$ cat config.mk
export PLATFORM = sky130hd
export DESIGN_NAME = mipi_rx_monitor
export DESIGN_NICKNAME = d
export VERILOG_FILES = /design/src/logic/mipi_rx_pkg.sv /design/src/logic/vc_ingress.sv /design/src/logic/vc_frame_monitor.sv /design/src/logic/vc_status_select.sv /design/src/logic/mipi_rx_monitor.sv
export VERILOG_INCLUDE_DIRS = /design/src /design/src/include
export SDC_FILE = /design/constraint.sdc
export NUM_CORES = 1
export LEC_CHECK = 0
export ABC_AREA = 1
export BUFFER_PORTS_ARGS = -buffer_cell sky130_fd_sc_hd__clkbuf_2
export CORE_UTILIZATION = 40
export DETAILED_ROUTE_END_ITERATION = 7
export MAX_ROUTING_LAYER = met4
export PLACE_DENSITY = 0.67
export SYNTH_ARGS = -nofsm -noshare
export SYNTH_HDL_FRONTEND = slang
export SYNTH_SLANG_ARGS = --single-unit
$ cat constraint.sdc
create_clock -name mipi_pclk -period 1.7 [get_ports mipi_pclk]
set_clock_uncertainty 0.2 [all_clocks]
set_input_delay 0.17 -clock mipi_pclk [delete_from_list [all_inputs] [get_ports mipi_pclk]]
set_output_delay 0.17 -clock mipi_pclk [all_outputs]
set_load 0.01 [all_outputs]
$ cat src/include/mipi_rx_params.svh
`ifndef MIPI_RX_PARAMS_SVH
`define MIPI_RX_PARAMS_SVH

//////////////////////////////////////////////////////////////////////
// Virtual channel layout
//////////////////////////////////////////////////////////////////////

// Virtual channels reported by the receive controller
`define MIPI_NUM_VC 4

// Bits needed to index one virtual channel
`define MIPI_VC_IDX_W 2

//////////////////////////////////////////////////////////////////////
// Receive controller error word
//////////////////////////////////////////////////////////////////////

`define MIPI_ERR_W 18

// Set by the controller while the link is error-free
`define MIPI_ERR_OK_BIT 9

//////////////////////////////////////////////////////////////////////
// Per-channel counters
//////////////////////////////////////////////////////////////////////

// LED flash counter, top bit drives the LED pair
`define FLASH_CNT_W 5

// Frame counter, wraps silently
`define FRAME_CNT_W 16

`endif

$ cat src/logic/mipi_rx_pkg.sv
`include "mipi_rx_params.svh"

package mipi_rx_pkg;

  //////////////////////////////////////////////////////////////////////
  // Plain vector types
  //////////////////////////////////////////////////////////////////////

  // Index of one virtual channel
  typedef logic [`MIPI_VC_IDX_W-1:0] vc_idx_t;

  // One bit per virtual channel, used for sync and enable vectors
  typedef logic [`MIPI_NUM_VC-1:0] vc_mask_t;

  // Raw error word from the receive controller
  typedef logic [`MIPI_ERR_W-1:0] mipi_err_t;

  typedef logic [`FLASH_CNT_W-1:0] flash_cnt_t;

  typedef logic [`FRAME_CNT_W-1:0] frame_cnt_t;

  //////////////////////////////////////////////////////////////////////
  // Per-channel bundles
  //////////////////////////////////////////////////////////////////////

  // Registered sync of one channel plus the shared link flag
  typedef struct packed {
    logic vsync;
    logic hsync;
    logic err_ok;
  } vc_sync_t;

  // Counter state of one channel
  typedef struct packed {
    flash_cnt_t flash_cnt;
    frame_cnt_t frame_cnt;
  } vc_status_t;

endpackage

$ cat src/logic/vc_ingress.sv
`timescale 1ns/10ps

`include "mipi_rx_params.svh"

// Input stage of the monitor
// Captures the controller outputs on mipi_pclk and builds one sync
// bundle per virtual channel
module vc_ingress
(
  input  logic                                     mipi_pclk,
  input  logic                                     i_arstn,
  input  mipi_rx_pkg::vc_mask_t                    i_vsync,
  input  mipi_rx_pkg::vc_mask_t                    i_hsync,
  input  mipi_rx_pkg::mipi_err_t                   i_err,
  input  mipi_rx_pkg::vc_mask_t                    i_vc_ena,
  output mipi_rx_pkg::vc_sync_t [`MIPI_NUM_VC-1:0] o_sync
);

  //////////////////////////////////////////////////////////////////////
  // Input registers
  //////////////////////////////////////////////////////////////////////

  mipi_rx_pkg::vc_mask_t vsync_q;
  mipi_rx_pkg::vc_mask_t hsync_q;
  logic                  err_ok_q;

  // Disabled channels are forced quiet before they reach the monitors
  always_ff @(posedge mipi_pclk)
  begin
    if (!i_arstn)
    begin
      vsync_q  <= '0;
      hsync_q  <= '0;
      err_ok_q <= 1'b0;
    end
    else
    begin
      vsync_q  <= i_vsync & i_vc_ena;
      hsync_q  <= i_hsync & i_vc_ena;
      // Decoded once here and shared by every channel
      err_ok_q <= i_err[`MIPI_ERR_OK_BIT];
    end
  end

  //////////////////////////////////////////////////////////////////////
  // Per-channel bundles
  //////////////////////////////////////////////////////////////////////

  genvar k;
  generate
    for (k = 0; k < `MIPI_NUM_VC; k++)
    begin : g_sync
      assign o_sync[k].vsync  = vsync_q[k];
      assign o_sync[k].hsync  = hsync_q[k];
      assign o_sync[k].err_ok = err_ok_q;
    end
  endgenerate

endmodule

$ cat src/logic/vc_frame_monitor.sv
`timescale 1ns/10ps

`include "mipi_rx_params.svh"

// Frame monitor for one virtual channel
// Counts vsync rising edges while the link reports no error
module vc_frame_monitor
(
  input  logic                    mipi_pclk,
  input  logic                    i_arstn,
  input  mipi_rx_pkg::vc_sync_t   i_sync,
  output mipi_rx_pkg::vc_status_t o_status
);

  // Wrap point and reload value of the flash counter
  localparam mipi_rx_pkg::flash_cnt_t FLASH_MAX    = '1;
  localparam mipi_rx_pkg::flash_cnt_t FLASH_RELOAD = mipi_rx_pkg::flash_cnt_t'(1);

  logic                    vsync_prev;
  logic                    vsync_rise;
  mipi_rx_pkg::flash_cnt_t flash_cnt;
  mipi_rx_pkg::frame_cnt_t frame_cnt;

  assign vsync_rise = i_sync.vsync & ~vsync_prev;

  //////////////////////////////////////////////////////////////////////
  // Edge detector and counters
  //////////////////////////////////////////////////////////////////////

  // Everything holds while the link flag is clear
  always_ff @(posedge mipi_pclk)
  begin
    if (!i_arstn)
    begin
      vsync_prev <= 1'b0;
      flash_cnt  <= '0;
      frame_cnt  <= '0;
    end
    else if (i_sync.err_ok)
    begin
      vsync_prev <= i_sync.vsync;
      if (vsync_rise)
      begin
        flash_cnt <= flash_cnt + mipi_rx_pkg::flash_cnt_t'(1);
        frame_cnt <= frame_cnt + mipi_rx_pkg::frame_cnt_t'(1);
      end
      else if (flash_cnt == FLASH_MAX)
      begin
        // Skip zero so the LED keeps blinking after the first frame
        flash_cnt <= FLASH_RELOAD;
      end
    end
  end

  assign o_status.flash_cnt = flash_cnt;
  assign o_status.frame_cnt = frame_cnt;

  //////////////////////////////////////////////////////////////////////
  // Checks
  //////////////////////////////////////////////////////////////////////

  // Once a frame was seen the flash count never returns to zero.
  // Relies on the edge detector never firing twice in a row at 31
  a_flash_no_zero : assert property (
    @(posedge mipi_pclk)
    (i_arstn && flash_cnt != '0) |=> (flash_cnt != '0)
  )
  else $error("flash counter returned to zero outside reset");

endmodule

$ cat src/logic/vc_status_select.sv
`timescale 1ns/10ps

`include "mipi_rx_params.svh"

// Output stage
// Picks one channel's status and registers the LED pair and frame count
module vc_status_select
(
  input  logic                                       mipi_pclk,
  input  logic                                       i_arstn,
  input  mipi_rx_pkg::vc_status_t [`MIPI_NUM_VC-1:0] i_status,
  input  mipi_rx_pkg::vc_idx_t                       i_vc_sel,
  output logic                                       o_led2,
  output logic                                       o_led3,
  output mipi_rx_pkg::frame_cnt_t                    o_frame_count
);

  mipi_rx_pkg::vc_status_t sel_status;
  logic                    sel_flash_msb;

  //////////////////////////////////////////////////////////////////////
  // Channel mux
  //////////////////////////////////////////////////////////////////////

  always_comb
  begin
    sel_status = i_status[i_vc_sel];
  end

  // Top flash bit toggles every 16 frames
  assign sel_flash_msb = sel_status.flash_cnt[`FLASH_CNT_W-1];

  //////////////////////////////////////////////////////////////////////
  // Output registers
  //////////////////////////////////////////////////////////////////////

  always_ff @(posedge mipi_pclk)
  begin
    if (!i_arstn)
    begin
      o_led2        <= 1'b0;
      o_led3        <= 1'b1;
      o_frame_count <= '0;
    end
    else
    begin
      o_led2        <= sel_flash_msb;
      o_led3        <= ~sel_flash_msb;
      o_frame_count <= sel_status.frame_cnt;
    end
  end

  // LED pair is complementary in and out of reset
  a_led_complement : assert property (
    @(posedge mipi_pclk) disable iff (!i_arstn)
    o_led2 != o_led3
  )
  else $error("LED outputs are not complementary");

endmodule

$ cat src/logic/mipi_rx_monitor.sv
`timescale 1ns/10ps

`include "mipi_rx_params.svh"

// MIPI receive monitor, top level
// Ingress registers -> per-channel frame monitors -> output select
module mipi_rx_monitor
(
  input  logic                    mipi_pclk,
  input  logic                    i_arstn,
  input  mipi_rx_pkg::vc_mask_t   i_vsync,
  input  mipi_rx_pkg::vc_mask_t   i_hsync,
  input  mipi_rx_pkg::mipi_err_t  i_err,
  input  mipi_rx_pkg::vc_mask_t   i_vc_ena,
  input  mipi_rx_pkg::vc_idx_t    i_vc_sel,
  output logic                    o_led2,
  output logic                    o_led3,
  output mipi_rx_pkg::frame_cnt_t o_frame_count
);

  mipi_rx_pkg::vc_sync_t   [`MIPI_NUM_VC-1:0] vc_sync;
  mipi_rx_pkg::vc_status_t [`MIPI_NUM_VC-1:0] vc_status;

  //////////////////////////////////////////////////////////////////////
  // Input stage
  //////////////////////////////////////////////////////////////////////

  vc_ingress u_ingress
  (
    .mipi_pclk (mipi_pclk),
    .i_arstn   (i_arstn),
    .i_vsync   (i_vsync),
    .i_hsync   (i_hsync),
    .i_err     (i_err),
    .i_vc_ena  (i_vc_ena),
    .o_sync    (vc_sync)
  );

  //////////////////////////////////////////////////////////////////////
  // One monitor per virtual channel
  //////////////////////////////////////////////////////////////////////

  genvar k;
  generate
    for (k = 0; k < `MIPI_NUM_VC; k++)
    begin : g_vc
      vc_frame_monitor u_monitor
      (
        .mipi_pclk (mipi_pclk),
        .i_arstn   (i_arstn),
        .i_sync    (vc_sync[k]),
        .o_status  (vc_status[k])
      );
    end
  endgenerate

  //////////////////////////////////////////////////////////////////////
  // Output stage
  //////////////////////////////////////////////////////////////////////

  vc_status_select u_select
  (
    .mipi_pclk     (mipi_pclk),
    .i_arstn       (i_arstn),
    .i_status      (vc_status),
    .i_vc_sel      (i_vc_sel),
    .o_led2        (o_led2),
    .o_led3        (o_led3),
    .o_frame_count (o_frame_count)
  );

endmodule

# After elaboration in Yosys (flattened, before gate mapping)
# Cells that the tools add are included.
[totals]
out_inout_bits = 18
word_cells = 62
regBits = 111
[op_classes]
n_eq_ne = 4
addsub = 8
bitwise = 10
n_reduce_logical = 12
magnitude_cmp = 1
n_mux = 10
[ops]
columns = ["cell", "n"]
rows = [
  ["16-bit by 1-bit adder with 16-bit output (second input constant)", 4],
  ["21-bit binary-select mux with 2-bit select", 1],
  ["5-bit 2-to-1 mux", 8],
  ["21-bit 2-to-1 mux", 1],
  ["5-bit by 1-bit adder with 5-bit output (second input constant)", 4],
  ["5-bit == test (second input constant)", 4],
  ["2-bit AND reduction", 8],
  ["2-bit nonzero test", 4],
  ["1-bit NOT", 5],
  ["1-bit AND", 4],
  ["4-bit AND", 1],
  ["2-bit by 3-bit less-than comparator with 1-bit output (second input constant)", 1],
]

# Logic depth before layout (Yosys ltp)
# Gate-level depths: netlist (run 1).
[logic_depth]
depth_word = 4
depth_mapped = 9
depth_no_buf = 9

# Cells and area by module
# A second synthesis (run 1) with hierarchy kept.
[unflattened]
cells_unflattened = 916
area_unflattened_um2 = 6098.3
[modules_own_cells]
columns = ["mod", "cells_each", "n_inst", "area_each_um2"]
rows = [
  ["vc_frame_monitor", 165, 4, 1142.3],
  ["vc_status_select", 221, 1, 1236.2],
  ["vc_ingress", 35, 1, 292.8],
]

# Least setup slack after synthesis (run 1)
# Ideal clock, no wire load.
[synth_path]
path_type = "register to register"
from = "reg g_vc[2].u_monitor.frame_cnt[1]"
to = "reg g_vc[2].u_monitor.frame_cnt[8]"
setup_time_ns = 0.116
n_path_buf = 0
t_required_ns = 1.384
stages_incl_launch_ff = 9
setup_slack_ns = 0.128
arrival_time_ns = 1.257
period_less_slack_ns = 1.572
cell_sequence = "dfxtp_1 -> ha_1 -> inv_1 -> nor2_1 -> nand2_2 -> nor2_2 -> nand2_1 -> o21ai_0 -> nor2_1"
[synth_between]
elab_chain_cells = 1
[synth_rtl]
columns = ["element", "line", "rtl"]
rows = [
  ["start, declared", "vc_frame_monitor.sv:22", "mipi_rx_pkg::frame_cnt_t frame_cnt;"],
  ["start signal, assigned", "vc_frame_monitor.sv:45", "frame_cnt <= frame_cnt + mipi_rx_pkg::frame_cnt_t'(1);"],
  ["16-bit by 1-bit adder with 16-bit output", "vc_frame_monitor.sv:45", ""],
]
# Every way passes these cells.
# A chain may end at the register's enable or synchronous reset.

# Worst setup path in the final report (run 1)
[layout_path]
from = "reg u_ingress.err_ok_q"
to = "reg g_vc[3].u_monitor.frame_cnt[7]"
[layout_between]
elab_chain_cells = 1
[layout_rtl]
columns = ["element", "line", "rtl"]
rows = [
  ["start, declared", "vc_ingress.sv:25", "logic err_ok_q;"],
  ["start signal, assigned", "vc_ingress.sv:41", "err_ok_q <= i_err[`MIPI_ERR_OK_BIT];"],
  ["2-bit AND reduction (no line)", "n/a", ""],
  ["end signal, assigned", "vc_frame_monitor.sv:45", ""],
  ["end, declared", "vc_frame_monitor.sv:22", ""],
]
# Every way passes these cells.

==> out/qor.yml, run 1 <==
synthCells: 772
die_h_um: 118
hold_path_class: "input pin to register"
regArea_um2: 2230
start_kind: "register"
slew_violations: 0
initial_core_util_pct: 40.8
crit_start: "u_ingress.err_ok_q"
synth-edff-count: 0
ios: 52
num_vias: 4895
coreArea_um2: 13200
ys_ff_latch: 111
clk_latency_ns: 0.36
avgRoutedWirePerCell_um: 12.0
r2r_slack_ns: 0.08
die_w_um: 118
worstPathRequired_ns: 1.74
power_switching_mw: 1.18
cts_buffer_depth: 2
tightestPinTransition_ns: 0.451
power.internal_mw: 3.74
grt_overflow_total: 0
async_flop_share_pct: 0
cts_tree: "built"
drt_iter0_markers: 395
timing.final.crit_share_pct: 95.0
diodes: 0
pwr-share-comb_pct: 6.3
drv_cap: 0
fmax_mhz: 619
fin_crit_ns: 1.62
antenna_left: 0
power_leakage_nw: 2.47
track_usage_pct: 18.9
r2r_end: "g_vc[3].u_monitor.frame_cnt[7]"
syn_to_final_growth_pct: 17.2
grt_pass1_wl_um: 20500
syn_nets: 818
total_power_mw: 4.92
ir_worst_vdd_mv: 0.471
p_clk_share_pct: 39.9
worstHoldStart: "i_vc_sel[0]"
p_sw_share_pct: 24.0
avgSynthCellArea_um2: 6.97
power.density_nw_per_um2: 781
place_ws_ns: 0.0355
critPathCaptureType: "register"
via_per_inst: 4.86
htree_levels: 3
synth_warnings: 0
numCtsBuffers: 9
seqPwrFrac_pct: 53.8
reg2reg_from: "u_ingress.err_ok_q"
die-area_um2: 13900
yosysSeqAreaShare_pct: 41.3
setup_slack_ns: 0.0849
synth.cell_area_um2: 5380
slew_headroom_pct: 69.9
multi_input_area_um2: 2730
synth_top_flop_cell: "dfxtp_1"
crit_type: "register to register"
drive_gt1_share_pct: 13.8
dr.pass1.iters: 5
outcome: "finished, final reports clean"
nFillCells: 1310
cts_num_sinks: 111
worst_r2r_path_depth: 7
wl_um: 12100
grt_antenna_before_repair: 0
root_buffer: "clkbuf_16"
port_buffers: 30
crit_chain: "nand2_1 -> nor2_2 -> buf_4 -> nand2_1 -> nor2_1 -> xor2_1 -> nor2_1"
min_to: "u_select.o_led3"
dp_hpwl_um: 8660
clk_pin_slew_ns: 0.07
gp_congestion: 0.845
slowest_stage: "dfxtp_2"
critPathArrivalTime_ns: 1.66
grt_pass1_vias: 4382
min_path_cells: 4
hold_viol: 0
ys_types: 33
fin_setup_tns_ns: 0
rsz0062_at_grt: "yes"
setup_viol: 0
drc: 0
grt_max_degree: 36
cpPeakStageDelay_ns: 0.36
row_count: 42
path_max_fanout: 4
nets: 873
## cells in the mapped netlist (4+ instances only)
| cell type | n | area [um^2] |
|---|---|---|
| nand2_1 | 156 | 586 |
| dfxtp_1 | 111 | 2220 |
| nor2_1 | 99 | 372 |
| a21oi_1 | 95 | 475 |
| inv_1 | 94 | 353 |
| o21ai_0 | 76 | 380 |
| nand3_1 | 39 | 195 |
| clkbuf_1 | 14 | 52.6 |
| nor3_1 | 14 | 70.1 |
| ha_1 | 12 | 150 |
| nand4_1 | 11 | 68.8 |
| nor2_4 | 7 | 78.8 |
| buf_1 | 4 | 15.0 |
| buf_2 | 4 | 20.0 |
| nand2_2 | 4 | 25.0 |
| o211ai_1 | 4 | 30.0 |
## cell type report
| cell class | instances | share of cell area, % |
|---|---|---|
| clock buffer | 10 | 3.63 |
| clock inverter | 6 | 0.595 |
| inverter | 96 | 5.72 |
| multi-input combinational | 541 | 43.3 |
| sequential | 111 | 35.3 |
| tap | 176 | 3.49 |
| timing repair buffer | 68 | 7.90 |
## registers in the layout, summed over array words and instances, names as in the netlist
name,cells
g_vc.u_monitor.frame_cnt,64
g_vc.u_monitor.vsync_prev,4
u_ingress.vsync_q,4
u_select.o_led2,1
u_select.o_frame_count,16
u_select.o_led3,1
u_ingress.err_ok_q,1
g_vc.u_monitor.flash_cnt,20
## timing repair
item                                   4_1_cts  5_1_grt
hold buffers                                10        0
buffers inserted                             0        3
gates resized for setup                      0       23
endpoints found under the hold margin        6        0
setup endpoints to repair                    0       38
## critical path, delay by kind of cell (launching register included)
family	cells	cell delay [ns]
buffers and inverters	1	0.17
XOR/XNOR	1	0.17
AND/OR/NAND/NOR	5	0.59
flip-flops	1	0.36
## stage by stage
step / instance area (um^2) / instances / util, % / hold WS [ns]
4_1_cts: 6220 / 1004 / 47.2 / 0.146
3_5_place_dp: 5850 / 978 / 44.4 / 0.173
3_3_place_gp: 5850 / 978 / 44.4 / 0.162
6_report: 6300 / 1008 / 47.8 / 0.157
5_1_grt: 6300 / 1008 / 47.8 / 0.205
2_1_floorplan: 5380 / 772 / - / 0.0676
## worst max path at each step
stage	slack [ns]	to
after floorplan	0.13	g_vc[2].u_monitor.frame_cnt[8]
after global placement	0.06	g_vc[2].u_monitor.frame_cnt[8]
after detailed placement	0.04	g_vc[2].u_monitor.frame_cnt[8]
after CTS	0.02	g_vc[3].u_monitor.frame_cnt[12]
after global routing	-0.008	g_vc[1].u_monitor.flash_cnt[4]
final	0.08	g_vc[3].u_monitor.frame_cnt[7]
## layer usage
| layer | track usage [%] | vias up | part of all wire (%) |
|---|---|---|---|
| met4 | 6.81 | 0 | 1.0 |
| li1 | - | 2616 | - |
| met5 | - | - | 0 |
| met2 | 29.5 | 81 | 46 |
| met1 | 24.3 | 2188 | 49 |
| met3 | 3.54 | 10 | 3.4 |
## power by group through the flow
stage                     registers, mW  clock network, mW  logic [mW]
after floorplan                    2.72                  0       0.164
after global placement             2.71                  0       0.286
after detailed placement           2.71                  0       0.288
after CTS                          2.65               2.03       0.306
after global routing               2.65               2.15       0.344
final                              2.65               1.96       0.309
## layout by cell type, fill, tap and decap left out, types with 11 or more instances in the layout
cell type | netlist | routed
nand2_1 | 156 | 155
nor2_1 | 99 | 92
nand4_1 | 11 | 11
ha_1 | 12 | 11
buf_4 | 1 | 25
dfxtp_1 | 111 | 107
clkbuf_2 | 0 | 30
nor3_1 | 14 | 14
a21oi_1 | 95 | 95
nand3_1 | 39 | 38
o21ai_0 | 76 | 73
inv_1 | 94 | 94
## kinds of logic after synthesis
logic type	count (synthesis)	share of synthesized area, %
AO/OA/AOI/OAI	183	17.6
XOR/XNOR	3	0.488
adder cells (fa/ha/maj)	12	2.79
buffers and inverters	121	8.95
flip-flops	111	41.3
AND/OR/NAND/NOR	342	28.9
Power figures use the tool's default switching activity.
==> inputs of run 2 (changes only) <==
--- a/config.mk
+++ b/config.mk
@@ -8,6 +8,7 @@
 export LEC_CHECK = 0
 export ABC_AREA = 1
 export BUFFER_PORTS_ARGS = -buffer_cell sky130_fd_sc_hd__clkbuf_2
+export CORE_ASPECT_RATIO = 1.5
 export CORE_UTILIZATION = 40
 export DETAILED_ROUTE_END_ITERATION = 7
 export MAX_ROUTING_LAYER = met4
==> constraint.sdc (replaced) <==
create_clock -name mipi_pclk -period 1.7 [get_ports mipi_pclk]
set_clock_uncertainty 0.2 [all_clocks]
set_input_delay 0.085 -clock mipi_pclk [delete_from_list [all_inputs] [get_ports mipi_pclk]]
set_output_delay 0.085 -clock mipi_pclk [all_outputs]
set_load 0.01 [all_outputs]
==> run 2 against run 1 <==
Critical path depth rose by 1; global-route usage fell by 0.15 points; core utilization rose by 0.41 points; setup slack got worse by 0.0095 ns; non-clock buffer count rose by 1; critical path type unchanged; critical endpoint is now g_vc[2].u_monitor.frame_cnt[13]; largest power group unchanged.
==> out/qor.yml, run 2 (same netlist as run 1, synthesis figures left out) <==
cts_buffer_depth: 2
outcome: "finished, final reports clean"
cp_num_buf_inv: 1
clk_latency_ns: 0.35
worstHoldStart: "i_vc_sel[1]"
initial_core_util_pct: 41.1
path_max_fanout: 5
power_leakage_nw: 2.50
die-area_um2: 13900
stdcell_area_um2: 6310
critPathArrivalTime_ns: 1.67
min_path_cells: 4
num_vias: 4970
cts_num_sinks: 111
via_per_inst: 5.01
root_buffer: "clkbuf_16"
slowest_stage: "dfxtp_2"
dp_hpwl_um: 9280
track_usage_pct: 18.7
reg2reg_from: "u_ingress.err_ok_q"
slew_violations: 0
largest-register: "g_vc.u_monitor.frame_cnt"
wl_um: 12600
die_h_um: 144
grt_antenna_before_repair: 0
p_clk_share_pct: 42.2
die_w_um: 96.7
tightestPinTransition_ns: 0.464
dr.pass1.iters: 5
power_switching_mw: 1.20
gp_congestion: 0.854
final_cell_mix: "nand2_1, dfxtp_1, inv_1, a21oi_1, nor2_1"
diodes: 0
top_regs: "g_vc.u_monitor.frame_cnt x64, g_vc.u_monitor.flash_cnt x20, u_select.o_frame_count x16"
rsz0062_at_grt: "no"
row_count: 51
p_sw_share_pct: 23.5
total_power_mw: 5.10
antenna_left: 0
worstPathRequired_ns: 1.74
r2r_end: "g_vc[2].u_monitor.frame_cnt[13]"
r2r_slack_ns: 0.08
nFillCells: 1319
grt_overflow_total: 0
syn_to_final_growth_pct: 17.2
fin_setup_tns_ns: 0
crit_chain: "buf_4 -> nand2_4 -> nor2_4 -> nand2_1 -> nor2_1 -> nand3_1 -> nand2_1 -> nor2_1"
power.internal_mw: 3.90
drc: 0
layout_commonest_cell: "nand2_1"
min_to: "u_select.o_frame_count[13]"
cts_tree: "built"
drt_iter0_markers: 245
drive_gt1_share_pct: 14.2
fmax_mhz: 616
crit_family: "simple AND/OR/NAND/NOR gates"
ios: 52
postPlaceCellArea_um2: 5810
coreArea_um2: 13100
power.density_nw_per_um2: 808
hold_path_class: "input pin to register"
hold_viol: 0
numCtsBuffers: 9
critPathCaptureType: "register"
timing.final.crit_share_pct: 95.6
start_kind: "register"
worst_r2r_path_depth: 8
crit_type: "register to register"
nets: 874
ir_worst_vdd_mv: 0.404
seqPwrFrac_pct: 52.0
fin_crit_ns: 1.62
clk_pin_slew_ns: 0.08
slew_headroom_pct: 69.0
cpPeakStageDelay_ns: 0.36
pwr-share-comb_pct: 5.8
grt_max_degree: 32
grt_pass1_wl_um: 20600
avgRoutedWirePerCell_um: 12.7
grt_pass1_vias: 4473
htree_levels: 3
setup_viol: 0
worst-path-stages: 8
drv_cap: 0
largest_reg_flops: 64
port_buffers: 30
run 2: changes by cell type in the layout (fill, tap and decap cells not counted), sizes merged:
cell / previous run / this run
bufinv: 0 / 1
clkinvlp: 3 / 0
clkinv: 3 / 4
dlygate4sd3: 10 / 11
inv: 96 / 97
run 2: through the flow:
| stage | utilization (%) | std cells | setup slack (ns) | hold WS, ns |
|---|---|---|---|---|
| CTS | 47.5 | 990 | 0.0212 | 0.0752 |
| detailed placement | 44.4 | 963 | 0.0321 | 0.0713 |
| finish | 48.2 | 992 | 0.0754 | 0.0845 |
| global route | 48.2 | 992 | 0.00252 | 0.110 |
| floorplan | - | 772 | 0.128 | -0.0174 |
| global placement | 44.4 | 963 | 0.0649 | 0.0717 |
run 2: power groups by stage:
stage / sequential, mW / clock, mW / combinational (mW)
6_report: 2.65 / 2.15 / 0.297
5_1_grt: 2.65 / 2.31 / 0.330
4_1_cts: 2.65 / 2.21 / 0.294
3_5_place_dp: 2.71 / 0 / 0.273
3_3_place_gp: 2.71 / 0 / 0.271
2_1_floorplan: 2.72 / 0 / 0.164
run 2: worst register-to-register path, delay by kind of cell (launching register included):
family                 cells  cell delay, ns
flip-flops                 1            0.36
AND/OR/NAND/NOR            7            0.80
buffers and inverters      1            0.17
run 2: worst max path at each step:
stage                              startpoint  slack (ns)                         endpoint
2_1_floorplan  g_vc[2].u_monitor.frame_cnt[1]        0.13   g_vc[2].u_monitor.frame_cnt[8]
3_3_place_gp               u_ingress.err_ok_q        0.06   g_vc[2].u_monitor.frame_cnt[8]
3_5_place_dp   g_vc[3].u_monitor.frame_cnt[1]        0.03  g_vc[3].u_monitor.frame_cnt[10]
4_1_cts        g_vc[3].u_monitor.frame_cnt[1]        0.02  g_vc[3].u_monitor.frame_cnt[10]
5_1_grt                    u_ingress.err_ok_q       0.003   g_vc[2].u_monitor.frame_cnt[9]
6_report                   u_ingress.err_ok_q        0.08  g_vc[2].u_monitor.frame_cnt[13]
run 2: area by class of cell:
class,count,area [um^2],area share (%)
sequential,111,2230,35.3
clock buffer,10,229,3.63
tap,159,199,3.15
clock inverter,6,70.1,1.11
multi-input combinational,541,2750,43.6
timing repair buffer,69,474,7.52
inverter,96,360,5.71
run 2: what timing repair did:
action | 4_1_cts | 5_1_grt
setup endpoints to repair | 0 | 33
buffers inserted | 0 | 1
hold buffers | 11 | 0
endpoints found under the hold margin | 13 | 0
gates resized for setup | 0 | 24
run 2: metal layers:
layer | track usage (%) | share of wire [%] | up-vias | routed length, um
met5 | - | 0 | - | 0
li1 | - | - | 2629 | -
met1 | 21.5 | 44 | 2242 | 5530
met4 | 6.13 | 1.8 | 0 | 227
met3 | 2.08 | 2.4 | 19 | 301
met2 | 34.1 | 52 | 80 | 6570
